File: config.mk
export PLATFORM = sky130hd
export DESIGN_NAME = vmem_top
export DESIGN_NICKNAME = d
export VERILOG_FILES = /design/src/source/vmem_pkg.sv /design/src/source/bank_if.sv /design/src/source/vmem_ctrl.sv /design/src/source/map_table.sv /design/src/source/bank_array.sv /design/src/source/vmem_top.sv
export VERILOG_INCLUDE_DIRS = /design/src /design/src/source
export SDC_FILE = /design/constraint.sdc
export NUM_CORES = 2
export LEC_CHECK = 0
export ABC_CLOCK_PERIOD_IN_PS = 9900
export BUFFER_PORTS_ARGS = -buffer_cell sky130_fd_sc_hd__buf_2
export CORE_MARGIN = 4
export CORE_UTILIZATION = 25
export DETAILED_ROUTE_END_ITERATION = 10
export MAX_ROUTING_LAYER = met4
export PLACE_DENSITY = 0.41
export SKIP_CTS_REPAIR_TIMING = 1
export SLEW_MARGIN = 10
export SYNTH_ARGS = -nofsm -noshare
export SYNTH_HDL_FRONTEND = slang
export SYNTH_SLANG_ARGS = --single-unit
File: constraint.sdc
create_clock -name clk -period 9.9 [get_ports clk]
set_input_delay 0.99 -clock clk [delete_from_list [all_inputs] [get_ports clk]]
set_output_delay 0.99 -clock clk [all_outputs]
set_load 0.02 [all_outputs]
File: src/source/vmem_cfg.svh
`ifndef VMEM_CFG_SVH
`define VMEM_CFG_SVH

`define VMEM_WIDTH    16  // data word

`define VMEM_NUMVBNK  4
`define VMEM_BITVBNK  2
`define VMEM_NUMPBNK  5   // one spare per row
`define VMEM_BITPBNK  3
`define VMEM_NUMVROW  16
`define VMEM_BITVROW  4

// bank in the low bits, row above it
`define VMEM_BITADDR  6

`define VMEM_MAPBITS  15  // five bank indices
`define VMEM_ECCBITS  6
`define VMEM_CODEBITS 21

`endif

File: src/source/vmem_pkg.sv
`include "vmem_cfg.svh"

package vmem_pkg;

  localparam int SYNBITS = `VMEM_ECCBITS - 1;         // hamming check bits
  localparam int HAMPOS = `VMEM_MAPBITS + SYNBITS;    // code positions 1..20

  // physical bank of each virtual bank, plus the spare
  typedef struct packed {
    logic [`VMEM_NUMVBNK-1:0][`VMEM_BITPBNK-1:0] pbank;
    logic [`VMEM_BITPBNK-1:0]                    free_bank;
  } map_fields_t;

  typedef union packed {
    logic [`VMEM_MAPBITS-1:0] raw;     // codec view
    map_fields_t              fields;  // lookup view
  } map_word_t;

  typedef struct packed {
    logic [`VMEM_ECCBITS-1:0] ecc;
    map_word_t                data;
  } map_code_t;

  // hamming over positions 1..20, data skips the powers of two,
  // top ecc bit is overall parity
  function automatic map_code_t secded_encode(input map_word_t word);
    map_code_t code;
    int d;
    code.data = word;
    code.ecc = '0;
    d = 0;
    for (int pos = 1; pos <= HAMPOS; pos++) begin
      if ((pos & (pos - 1)) != 0) begin
        for (int k = 0; k < SYNBITS; k++) begin
          if (pos[k]) code.ecc[k] = code.ecc[k] ^ word.raw[d];
        end
        d++;
      end
    end
    code.ecc[SYNBITS] = ^{code.ecc[SYNBITS-1:0], word.raw};
    return code;
  endfunction

  function automatic map_word_t secded_check(input map_code_t code,
                                             output logic serr,
                                             output logic derr);
    logic [SYNBITS-1:0] syn;
    logic par;
    map_word_t fixed;
    int d;
    syn = code.ecc[SYNBITS-1:0];
    fixed = code.data;
    par = ^{code.ecc, code.data.raw};
    d = 0;
    for (int pos = 1; pos <= HAMPOS; pos++) begin
      if ((pos & (pos - 1)) != 0) begin
        for (int k = 0; k < SYNBITS; k++) begin
          if (pos[k]) syn[k] = syn[k] ^ code.data.raw[d];
        end
        d++;
      end
    end
    // flip the one data bit the syndrome points at
    d = 0;
    for (int pos = 1; pos <= HAMPOS; pos++) begin
      if ((pos & (pos - 1)) != 0) begin
        if (par && syn == pos[SYNBITS-1:0]) fixed.raw[d] = ~fixed.raw[d];
        d++;
      end
    end
    serr = par;
    derr = !par && (syn != '0);  // even parity but bad syndrome
    return fixed;
  endfunction

endpackage

File: src/source/bank_if.sv
`timescale 1ns/1ns
`include "vmem_cfg.svh"

// per-cycle commands to the physical banks
interface bank_if;

  logic                     rd_en;
  logic [`VMEM_BITPBNK-1:0] rd_bank;
  logic [`VMEM_BITVROW-1:0] rd_row;
  logic [`VMEM_WIDTH-1:0]   rd_data;  // one cycle after rd_en

  logic                     wr_en;
  logic [`VMEM_BITPBNK-1:0] wr_bank;
  logic [`VMEM_BITVROW-1:0] wr_row;
  logic [`VMEM_WIDTH-1:0]   wr_data;

  modport ctrl (
    output rd_en, rd_bank, rd_row,
    output wr_en, wr_bank, wr_row, wr_data,
    input  rd_data
  );

  modport bank (
    input  rd_en, rd_bank, rd_row,
    input  wr_en, wr_bank, wr_row, wr_data,
    output rd_data
  );

endinterface

File: src/source/vmem_ctrl.sv
`timescale 1ns/1ns
`include "vmem_cfg.svh"

module vmem_ctrl (
  input  logic                     clk,
  input  logic                     reset,
  input  logic                     read,
  input  logic [`VMEM_BITADDR-1:0] rd_adr,
  input  logic                     write,
  input  logic [`VMEM_BITADDR-1:0] wr_adr,
  input  logic [`VMEM_WIDTH-1:0]   din,
  output logic                     ready,
  output logic                     rd_vld,
  output logic [`VMEM_BITVROW-1:0] map_rd_row,
  output logic [`VMEM_BITVROW-1:0] map_wr_row,
  output logic                     map_we,
  output logic [`VMEM_BITVROW-1:0] map_we_row,
  output vmem_pkg::map_word_t      map_we_word,
  input  vmem_pkg::map_word_t      map_rd_word,
  input  vmem_pkg::map_word_t      map_wr_word,
  bank_if.ctrl                     banks
);

  localparam int VB = `VMEM_BITVBNK;
  localparam int VR = `VMEM_BITVROW;
  localparam int PB = `VMEM_BITPBNK;
  localparam int AD = `VMEM_BITADDR;
  localparam logic [VR-1:0] LAST_ROW = VR'(`VMEM_NUMVROW - 1);

  logic [VR-1:0]          init_cnt;
  logic                   s1_rd;
  logic                   s1_wr;
  logic [AD-1:0]          s1_rd_adr;
  logic [AD-1:0]          s1_wr_adr;
  logic [`VMEM_WIDTH-1:0] s1_din;
  logic [VB-1:0]          rd_vbnk;
  logic [VB-1:0]          wr_vbnk;
  logic [PB-1:0]          rd_pbank;
  logic [PB-1:0]          wr_pbank;
  logic                   conflict;
  vmem_pkg::map_word_t    ident_word;
  vmem_pkg::map_word_t    remap_word;

  // lookups go out with the request, maps come back next cycle
  assign map_rd_row = rd_adr[AD-1:VB];
  assign map_wr_row = wr_adr[AD-1:VB];

  always_ff @(posedge clk) begin
    if (reset) begin
      ready    <= 1'b0;
      init_cnt <= '0;
      s1_rd    <= 1'b0;
      s1_wr    <= 1'b0;
      rd_vld   <= 1'b0;
    end else begin
      if (!ready) begin
        init_cnt <= init_cnt + 1'b1;
        if (init_cnt == LAST_ROW) ready <= 1'b1;
      end
      s1_rd  <= read && ready;
      s1_wr  <= write && ready;
      rd_vld <= s1_rd;  // bank data lands one cycle later
    end
  end

  always_ff @(posedge clk) begin
    s1_rd_adr <= rd_adr;
    s1_wr_adr <= wr_adr;
    s1_din    <= din;
  end

  assign rd_vbnk  = s1_rd_adr[VB-1:0];
  assign wr_vbnk  = s1_wr_adr[VB-1:0];
  assign rd_pbank = map_rd_word.fields.pbank[rd_vbnk];
  assign wr_pbank = map_wr_word.fields.pbank[wr_vbnk];
  assign conflict = s1_rd && s1_wr && (rd_pbank == wr_pbank);

  always_comb begin
    ident_word = '0;
    for (int i = 0; i < `VMEM_NUMVBNK; i++) begin
      ident_word.fields.pbank[i] = PB'(i);
    end
    ident_word.fields.free_bank = PB'(`VMEM_NUMVBNK);
  end

  // displaced write takes the spare, old home becomes the spare
  always_comb begin
    remap_word = map_wr_word;
    remap_word.fields.pbank[wr_vbnk] = map_wr_word.fields.free_bank;
    remap_word.fields.free_bank = wr_pbank;
  end

  assign map_we      = !ready || conflict;
  assign map_we_row  = ready ? s1_wr_adr[AD-1:VB] : init_cnt;
  assign map_we_word = ready ? remap_word : ident_word;

  assign banks.rd_en   = s1_rd;
  assign banks.rd_bank = rd_pbank;
  assign banks.rd_row  = s1_rd_adr[AD-1:VB];
  assign banks.wr_en   = s1_wr;
  assign banks.wr_bank = conflict ? map_wr_word.fields.free_bank : wr_pbank;
  assign banks.wr_row  = s1_wr_adr[AD-1:VB];
  assign banks.wr_data = s1_din;

  // requests taken before init completes must never reach the banks
  a_no_strobe_before_ready: assert property (
    @(posedge clk) disable iff (reset)
    !ready |-> !(banks.rd_en || banks.wr_en)
  );

endmodule

File: src/source/map_table.sv
`timescale 1ns/1ns
`include "vmem_cfg.svh"

module map_table (
  input  logic                     clk,
  input  logic                     reset,
  input  logic [`VMEM_BITVROW-1:0] rd_row,
  input  logic [`VMEM_BITVROW-1:0] wr_row,
  input  logic                     we,
  input  logic [`VMEM_BITVROW-1:0] we_row,
  input  vmem_pkg::map_word_t      we_word,
  output vmem_pkg::map_word_t      rd_word,
  output vmem_pkg::map_word_t      wr_word,
  output logic                     serr,
  output logic                     derr
);

  vmem_pkg::map_code_t      mem [`VMEM_NUMVROW];
  vmem_pkg::map_code_t      we_code;
  vmem_pkg::map_code_t      rd_code_q;
  vmem_pkg::map_code_t      wr_code_q;
  logic [`VMEM_NUMVROW-1:0] row_set;   // rows holding a valid code word
  logic                     rd_set_q;
  logic                     wr_set_q;
  logic                     rd_serr;
  logic                     rd_derr;
  logic                     wr_serr;
  logic                     wr_derr;

  function automatic logic is_perm(input vmem_pkg::map_word_t w);
    logic [`VMEM_NUMPBNK-1:0] seen;
    seen = '0;
    for (int i = 0; i < `VMEM_NUMVBNK; i++) begin
      seen[w.fields.pbank[i]] = 1'b1;
    end
    seen[w.fields.free_bank] = 1'b1;
    return &seen;
  endfunction

  assign we_code = vmem_pkg::secded_encode(we_word);

  always_ff @(posedge clk) begin
    if (we) mem[we_row] <= we_code;
    // forward a same-edge update
    rd_code_q <= (we && we_row == rd_row) ? we_code : mem[rd_row];
    wr_code_q <= (we && we_row == wr_row) ? we_code : mem[wr_row];
  end

  always_ff @(posedge clk) begin
    if (reset) begin
      row_set  <= '0;
      rd_set_q <= 1'b0;
      wr_set_q <= 1'b0;
      serr     <= 1'b0;
      derr     <= 1'b0;
    end else begin
      if (we) row_set[we_row] <= 1'b1;
      rd_set_q <= row_set[rd_row] || (we && we_row == rd_row);
      wr_set_q <= row_set[wr_row] || (we && we_row == wr_row);
      serr     <= rd_set_q && rd_serr;  // lines up with bank read data
      derr     <= rd_set_q && rd_derr;
    end
  end

  always_comb begin
    rd_word = vmem_pkg::secded_check(rd_code_q, rd_serr, rd_derr);
    wr_word = vmem_pkg::secded_check(wr_code_q, wr_serr, wr_derr);
  end

  // remaps in the controller must keep every row a permutation
  a_rd_map_perm: assert property (
    @(posedge clk) disable iff (reset)
    rd_set_q |-> is_perm(rd_word)
  );

  a_wr_map_perm: assert property (
    @(posedge clk) disable iff (reset)
    wr_set_q |-> is_perm(wr_word) && !(wr_serr || wr_derr)
  );

endmodule

File: src/source/bank_array.sv
`timescale 1ns/1ns
`include "vmem_cfg.svh"

module bank_array (
  input logic   clk,
  input logic   reset,
  bank_if.bank  banks
);

  localparam int PB = `VMEM_BITPBNK;

  logic [`VMEM_WIDTH-1:0] bank_dout [`VMEM_NUMPBNK];
  logic [PB-1:0]          rd_sel_q;

  for (genvar pb = 0; pb < `VMEM_NUMPBNK; pb++) begin : g_bank
    logic [`VMEM_WIDTH-1:0]   mem [`VMEM_NUMVROW];
    logic [`VMEM_WIDTH-1:0]   dout;
    logic [`VMEM_BITVROW-1:0] addr;
    logic                     wr_hit;
    logic                     rd_hit;

    assign wr_hit = banks.wr_en && (banks.wr_bank == PB'(pb));
    assign rd_hit = banks.rd_en && (banks.rd_bank == PB'(pb));
    assign addr   = wr_hit ? banks.wr_row : banks.rd_row;  // single port

    always_ff @(posedge clk) begin
      if (wr_hit) begin
        mem[addr] <= banks.wr_data;
      end else if (rd_hit) begin
        dout <= mem[addr];
      end
    end

    assign bank_dout[pb] = dout;
  end

  always_ff @(posedge clk) begin
    if (reset) begin
      rd_sel_q <= '0;
    end else if (banks.rd_en) begin
      rd_sel_q <= banks.rd_bank;
    end
  end

  assign banks.rd_data = bank_dout[rd_sel_q];

  // the controller steers conflicting writes to the spare bank
  a_no_bank_clash: assert property (
    @(posedge clk) disable iff (reset)
    banks.rd_en && banks.wr_en |-> banks.rd_bank != banks.wr_bank
  );

  a_bank_range: assert property (
    @(posedge clk) disable iff (reset)
    banks.rd_en |-> banks.rd_bank < PB'(`VMEM_NUMPBNK)
  );

endmodule

File: src/source/vmem_top.sv
`timescale 1ns/1ns
`include "vmem_cfg.svh"

module vmem_top (
  input  logic                     clk,
  input  logic                     reset,
  output logic                     ready,
  input  logic                     read,
  input  logic [`VMEM_BITADDR-1:0] rd_adr,
  output logic                     rd_vld,
  output logic [`VMEM_WIDTH-1:0]   rd_dout,
  output logic                     rd_serr,
  output logic                     rd_derr,
  input  logic                     write,
  input  logic [`VMEM_BITADDR-1:0] wr_adr,
  input  logic [`VMEM_WIDTH-1:0]   din
);

  logic [`VMEM_BITVROW-1:0] map_rd_row;
  logic [`VMEM_BITVROW-1:0] map_wr_row;
  logic                     map_we;
  logic [`VMEM_BITVROW-1:0] map_we_row;
  vmem_pkg::map_word_t      map_we_word;
  vmem_pkg::map_word_t      map_rd_word;
  vmem_pkg::map_word_t      map_wr_word;

  bank_if banks_if ();

  vmem_ctrl vmem_ctrl_i (
    .clk         (clk),
    .reset       (reset),
    .read        (read),
    .rd_adr      (rd_adr),
    .write       (write),
    .wr_adr      (wr_adr),
    .din         (din),
    .ready       (ready),
    .rd_vld      (rd_vld),
    .map_rd_row  (map_rd_row),
    .map_wr_row  (map_wr_row),
    .map_we      (map_we),
    .map_we_row  (map_we_row),
    .map_we_word (map_we_word),
    .map_rd_word (map_rd_word),
    .map_wr_word (map_wr_word),
    .banks       (banks_if)
  );

  map_table map_table_i (
    .clk     (clk),
    .reset   (reset),
    .rd_row  (map_rd_row),
    .wr_row  (map_wr_row),
    .we      (map_we),
    .we_row  (map_we_row),
    .we_word (map_we_word),
    .rd_word (map_rd_word),
    .wr_word (map_wr_word),
    .serr    (rd_serr),
    .derr    (rd_derr)
  );

  bank_array bank_array_i (
    .clk   (clk),
    .reset (reset),
    .banks (banks_if)
  );

  assign rd_dout = banks_if.rd_data;

endmodule

# Word-level counts from Yosys, hierarchy flattened
# Memory sizes are Yosys's and may differ from the RTL's. A register that Yosys moved wholly into a read port is not among the register bits.
# Cells that the tools add are included.
dict set report classes {
  magnitude_cmp 7
  n_bitwise 143
  mux 66
  n_eq_ne 41
  n_addsub 1
  n_reduce_logical 65
}
# op count
set ops {}
lappend ops {{XOR 1 bit} 106}
lappend ops {{== test 5 x 4 -> 1 bit (second input constant)} 14}
lappend ops {{logical AND 1 bit} 50}
lappend ops {{binary-select mux 16 bit (select 3 bit)} 1}
lappend ops {{2-to-1 mux 15 bit} 3}
lappend ops {{parity 21 bit} 2}
lappend ops {{== test 5 bit (second input constant)} 8}
lappend ops {{NOT 1 bit} 35}
lappend ops {{2-to-1 mux 16 bit} 2}
lappend ops {{2-to-1 mux 4 bit} 8}
lappend ops {{== test 5 x 3 -> 1 bit (second input constant)} 6}
lappend ops {{2-to-1 mux 14 bit} 2}
lappend ops {{2-to-1 mux 13 bit} 2}
lappend ops {{2-to-1 mux 12 bit} 2}
lappend ops {{2-to-1 mux 11 bit} 2}
lappend ops {{2-to-1 mux 10 bit} 2}
lappend ops {{parity 20 bit} 1}
lappend ops {{2-to-1 mux 1 bit} 18}
lappend ops {{2-to-1 mux 3 bit} 6}
lappend ops {{2-to-1 mux 9 bit} 2}
lappend ops {{2-to-1 mux 8 bit} 2}
lappend ops {{OR 16 bit} 1}
lappend ops {{2-to-1 mux 7 bit} 2}
lappend ops {{binary-select mux 3 bit (select 2 bit)} 2}
lappend ops {{26 further kinds} 44}
dict set report totals {
  word_cells 342
  mem_count 6
  mem_bits_rw 1616
  output_inout_bits 20
  register_bits 58
}
# name words width read_ports rd_ports_with_merged_regs wr line_no
set mem_list {}
lappend mem_list {map_table_i.mem 16 21 2 2 1 map_table.sv:18} ;# vmem_pkg::map_code_t mem [`VMEM_NUMVROW];
lappend mem_list {{bank_array_i.g_bank[0].mem} 16 16 1 1 1 bank_array.sv:16} ;# logic [`VMEM_WIDTH-1:0] mem [`VMEM_NUMVROW];
lappend mem_list {{bank_array_i.g_bank[1].mem} 16 16 1 1 1 bank_array.sv:16}
lappend mem_list {{bank_array_i.g_bank[2].mem} 16 16 1 1 1 bank_array.sv:16}
lappend mem_list {{bank_array_i.g_bank[3].mem} 16 16 1 1 1 bank_array.sv:16}
lappend mem_list {{bank_array_i.g_bank[4].mem} 16 16 1 1 1 bank_array.sv:16}

# Depth between registers and ports, before layout
dict set report logic_depth {
  ltp_word 38
  mapped_depth 29
  depth_no_buf 18
}

# Cells and area by module
# A second synthesis with hierarchy kept.
dict set report hier_totals {
  cells_unflattened 4271
  hier_area_um2 72682.2
}
# mod seq_area_each_um2 area_per_inst_um2 n_inst cells_each
set modules_own_cells {}
lappend modules_own_cells {bank_array 40899.2 52843.2 1 3097}
lappend modules_own_cells {map_table 10630.2 18367.6 1 1045}
lappend modules_own_cells {vmem_ctrl 720.7 1471.4 1 129}

# Worst setup path after synthesis
# OpenSTA, ideal clock, no wires.
dict set report synth_timing {
  kind {flip-flop to flip-flop}
  start {reg vmem_ctrl_i.s1_rd_adr[2]}
  end {reg bank_array_i.g_bank[0].dout[0], read port of bank_array_i.g_bank[0].mem (enable)}
  n_path_buf 6
  arrival_ns 6.438
  slack_ns 3.053
  period_less_slack_ns 6.847
  t_required_ns 9.491
  path_stages_with_launch 22
  path_cell_list {dfxtp_1 -> buf_2 -> buf_6 -> buf_6 -> buf_2 -> mux4_2 -> a221oi_1 -> xnor2_1 -> xnor3_1 -> xnor3_1 -> nand2_1 -> o31a_1 -> nor4_1 -> o221ai_1 -> or4_1 -> a21oi_2 -> and2_4 -> mux2_2 -> buf_2 -> clkbuf_1 -> inv_1 -> nor3_1}
}
dict set report synth_via {
  elab_chain_len 1
}
# item line_no
set synth_rtl {}
lappend synth_rtl {{start: declaration} vmem_ctrl.sv:33} ;# logic [AD-1:0] s1_rd_adr;
lappend synth_rtl {{start signal: assignment} vmem_ctrl.sv:67} ;# s1_rd_adr <= rd_adr;
lappend synth_rtl {{2-to-1 mux 4 bit} bank_array.sv:24} ;# assign addr = wr_hit ? banks.wr_row : banks.rd_row;
lappend synth_rtl {{end: declaration} bank_array.sv:17} ;# logic [`VMEM_WIDTH-1:0] dout;
# No other way between the ends.
# A chain may end at the register's enable or synchronous reset.

==> run_results.csv <==
group,metric,value,unit
logic_synthesis,synth_compound_gate_area_share,11.76,%
placement,gp_congestion,0.8428,
pwr,clkPwrFrac,42.9,%
clocking,clock_latency,0.93,ns
setup_path,critPathMaxStageDelay,1.09,ns
logic_synthesis,yosys.area_share.simple,5.781,%
setup_path,crit_fanout,26,
flow_run,drv_cap,0,
setup_path,startpoint,"vmem_ctrl_i.s1_rd_adr[5]",
route,postRouteWirelength,261700,um
clocking,htree_levels,4,
finish,layout.cells.non_filler,9271,
grt,grt_pass1_wl,369700,um
setup_path,r2r-start,"vmem_ctrl_i.s1_rd_adr[5]",
pwr,power.density,190.5,mW/mm2
logic_synthesis,yosysWarnings,0,
setup_path,worstSetupEndpointType,"register",
floorplan,ios,52,
logic_synthesis,ys_seq_area_share,68.65,%
placement,dpl.hpwl,156600,um
floorplan,die_y,558.9,um
logic_synthesis,synth_xor_area_share,2.163,%
pwr,internal-power,12.81,mW
status,violations,"DRC",
pwr,p_switching,4.069,mW
route,dr_total_vias,47383,
route,vias_per_cell,5.111,
finish,fill_cells,29779,
sta,hold_viol_final,0,
pwr,ir_drop,0.1411,mV
setup_path,ff2ff_setup_slack,0.67,ns
placement,port_buffers,51,
grt,grt_util_all_layers,16.61,%
route,firstDrtPassIters,7,
sta,drv_slew,0,
pwr,p_leak,28.93,nW
logic_synthesis,syn_area,0.07588,mm2
setup_path,critPathBufInv,2,
setup_path,crit_path_top_delay_cell,"dfxtp_1",
floorplan,rows,202,
clocking,cts_buffer_depth,4,
pwr,seqPwrFrac,48.9,%
hold_path,hp-class,"in2reg",
grt,antenna_found_initial,18,
finish,area_growth,16.77,%
grt,grt_max_degree,81,
sta,totalNegativeSetupSlack,0,ns
sta,grt_setup_unrepaired,"no",
floorplan,die_area,0.3124,mm2
floorplan,start_util,25.08,%
setup_path,crit_type,"reg2reg",
sta,slew_headroom,12.14,%
clocking,cts_buffers,207,
logic_synthesis,synth_fp_nets,4981,
route,wl_per_cell,28.23,um
setup_path,startpoint_type,"register",
clocking,cts_root_buf,"clkbuf_16",
logic_synthesis,synth.ff_latch_count,1754,
setup_path,crit_chain,"nor2b_4, a22oi_1, nand2_1, xor3_1, xnor3_1, xnor2_1, nand2_1, o31a_1, nor4_1, o221ai_1, or4_1, a21oi_2, and2_4, mux2i_4, buf_4, mux2_2, buf_4, nand2_1, a21oi_1, or4_1",
logic_synthesis,synth_area_per_cell,15.34,um2
status,outcome,"finished with violations",
pwr,p_comb_share,8.2,%
sta,max_freq,0.1083,GHz
setup_path,cp_num_cells,20,
sta,skew,0.1230,ns
setup_path,crit_required,10.49,ns
logic_synthesis,syn_inst,4948,
clocking,clock-sinks,1754,
sta,final.min_clock_period,9.231,ns
setup_path,cp-endpoint,"bank_array_i.g_bank[2].dout[15]",
logic_synthesis,synth_edf_count,1696,
finish,drive_gt1_share,18.37,%
grt,grt_pass1_vias,46730,
logic_synthesis,ys.flop_type,"edfxtp_1",
logic_synthesis,synthMuxAreaShare,9.472,%
clocking,clkTransAtPathRegs,0.06,ns
clocking,cts_tree,"done",
floorplan,fp.dieW,558.9,um
logic_synthesis,synth_fa_ha_area_share,0.01649,%
logic_synthesis,synth_top_family_by_area,"compound AO/OA/AOI/OAI gates",
finish,layout.nets,5155,
floorplan,core,0.3025,mm2
pwr,swShare,24.11,%
sta,setup_viol,0,
route,drc,2,
logic_synthesis,async_reset_ff_share,0,%
logic_synthesis,synth_cell_type_count,76,
setup_path,crit_path_frequent_cell,"nand2_1",
route,drtIter0Drc,5293,
finish,mostFrequentLayoutCells,"edfxtp_1, nand2_1, a22oi_1, buf_4, mux2i_1",
sta,tightest_slew,1.318,ns
setup_path,crit_family,"simple AND/OR/NAND/NOR gates",
sta,finalCritPeriodShare,93.24,%
finish,final_common_cell,"edfxtp_1",
grt,grt_overflow,0,
setup_path,r2r_cells,20,
setup_path,critical_path_arrival,9.82,ns
placement,post-place-cells,8891,
setup_path,timing.rr.end,"bank_array_i.g_bank[2].dout[15]",
route,antenna_left,0,
[area by class of cell]
type	instances	area, um2	area share (%)
Antenna cell	19	47.55	0.05366
Sequential cell	1754	52170	58.88
Multi-Input combinational cell	2818	22620	25.53
Timing Repair Buffer	310	2412	2.723
Clock inverter	101	843.3	0.9517
Inverter	31	116.4	0.1313
Tap cell	3978	4977	5.617
Clock buffer	260	5421	6.119
[sequential cells by signal (all words and copies together) (netlist names)]
| register | flops |
|---|---|
| vmem_ctrl_i.rd_vld | 1 |
| map_table_i.rd_set_q | 1 |
| vmem_ctrl_i.banks.wr_en | 1 |
| vmem_ctrl_i.s1_wr_adr | 6 |
| vmem_ctrl_i.init_cnt | 4 |
| vmem_ctrl_i.s1_rd_adr | 6 |
| map_table_i.row_set | 16 |
| map_table_i.derr | 1 |
| vmem_ctrl_i.ready | 1 |
| map_table_i.mem | 336 |
| bank_array_i.rd_sel_q | 3 |
| bank_array_i.g_bank.dout | 80 |
| map_table_i.serr | 1 |
| vmem_ctrl_i.banks.wr_data | 16 |
| vmem_ctrl_i.banks.rd_en | 1 |
| bank_array_i.g_bank.mem | 1280 |
[worst min-delay path by stage]
stage	start	to	slack [ns]	cells past startpoint
2_1_floorplan	map_table_i.row_set[4]	map_table_i.row_set[4]	0.43	2
3_3_place_gp	map_table_i.row_set[11]	map_table_i.row_set[11]	0.45	2
3_5_place_dp	map_table_i.row_set[4]	map_table_i.row_set[4]	0.46	2
4_1_cts	din[15]	vmem_ctrl_i.banks.wr_data[15]	0.15	1
5_1_grt	din[15]	vmem_ctrl_i.banks.wr_data[15]	0.18	1
6_report	din[15]	vmem_ctrl_i.banks.wr_data[15]	0.22	1
[stage by stage]
stage / util (%) / setup slack (ns) / total power [mW] / hold WS (ns) / cell area [um2]
floorplan: - / 3.053 / 9.277 / 0.4348 / 75880
global placement: 27.19 / 0.6491 / 9.789 / 0.4476 / 82270
detailed placement: 27.20 / 0.6392 / 9.789 / 0.4615 / 82290
CTS: 29.27 / 0.6810 / 17.07 / 0.1499 / 88560
global route: 29.27 / 0.2489 / 17.50 / 0.1806 / 88560
finish: 29.29 / 0.6689 / 16.88 / 0.2197 / 88610
[synthesized netlist by cell type, types with 10 or more instances]
cell | number | area [um2]
mux2i_1 | 245 | 2452
clkbuf_1 | 234 | 878.3
nand2_1 | 476 | 1787
mux4_2 | 200 | 4504
and2_1 | 11 | 68.82
dfxtp_1 | 58 | 1161
o31ai_1 | 112 | 840.8
nand4_1 | 19 | 118.9
nor2b_1 | 18 | 112.6
edfxtp_1 | 1696 | 50930
and3_1 | 73 | 456.7
o22ai_1 | 66 | 412.9
nor2_1 | 226 | 848.3
a21bo_2 | 32 | 320.3
xnor2_1 | 77 | 674.4
a22o_1 | 36 | 315.3
or3_1 | 32 | 200.2
or4_1 | 18 | 135.1
a2111o_1 | 19 | 214.0
a22oi_1 | 462 | 3468
nand2b_1 | 10 | 62.56
nand3_1 | 54 | 270.3
buf_2 | 43 | 215.2
o2111ai_1 | 33 | 289.0
inv_1 | 29 | 108.9
o21ai_0 | 99 | 495.5
xnor3_1 | 10 | 225.2
nor3_1 | 24 | 120.1
mux2_2 | 17 | 191.4
buf_6 | 12 | 135.1
a21boi_0 | 16 | 120.1
buf_4 | 21 | 157.7
a221o_1 | 33 | 330.3
a32oi_1 | 32 | 280.3
a222oi_1 | 64 | 640.6
a21oi_1 | 141 | 705.7
xor2_1 | 72 | 630.6
buf_1 | 35 | 131.4
[power groups by stage]
stage	combinational, mW	sequential, mW	clock (mW)
floorplan	0.913	8.36	0
global placement	1.38	8.41	0
detailed placement	1.38	8.41	0
CTS	1.38	8.25	7.43
global route	1.49	8.26	7.75
finish	1.38	8.25	7.25
[kinds of logic after synthesis]
group / Yosys count
DFF: 1754
AOI/OAI and AO/OA: 1201
and+or+nand+nor: 987
muxes: 465
buffers and inverters: 376
xor gates and xnor gates: 164
adders and majority gates: 1
[routing by layer]
metal  up-vias  track usage [%]  routed length [um]
met3       373            2.187               15030
met5         -                -                   0
met1     24877            23.71              121700
met2      1770            24.87              117900
li1      20363                -                   -
met4         0            4.420                7047
(Power assumes the default switching activity.)
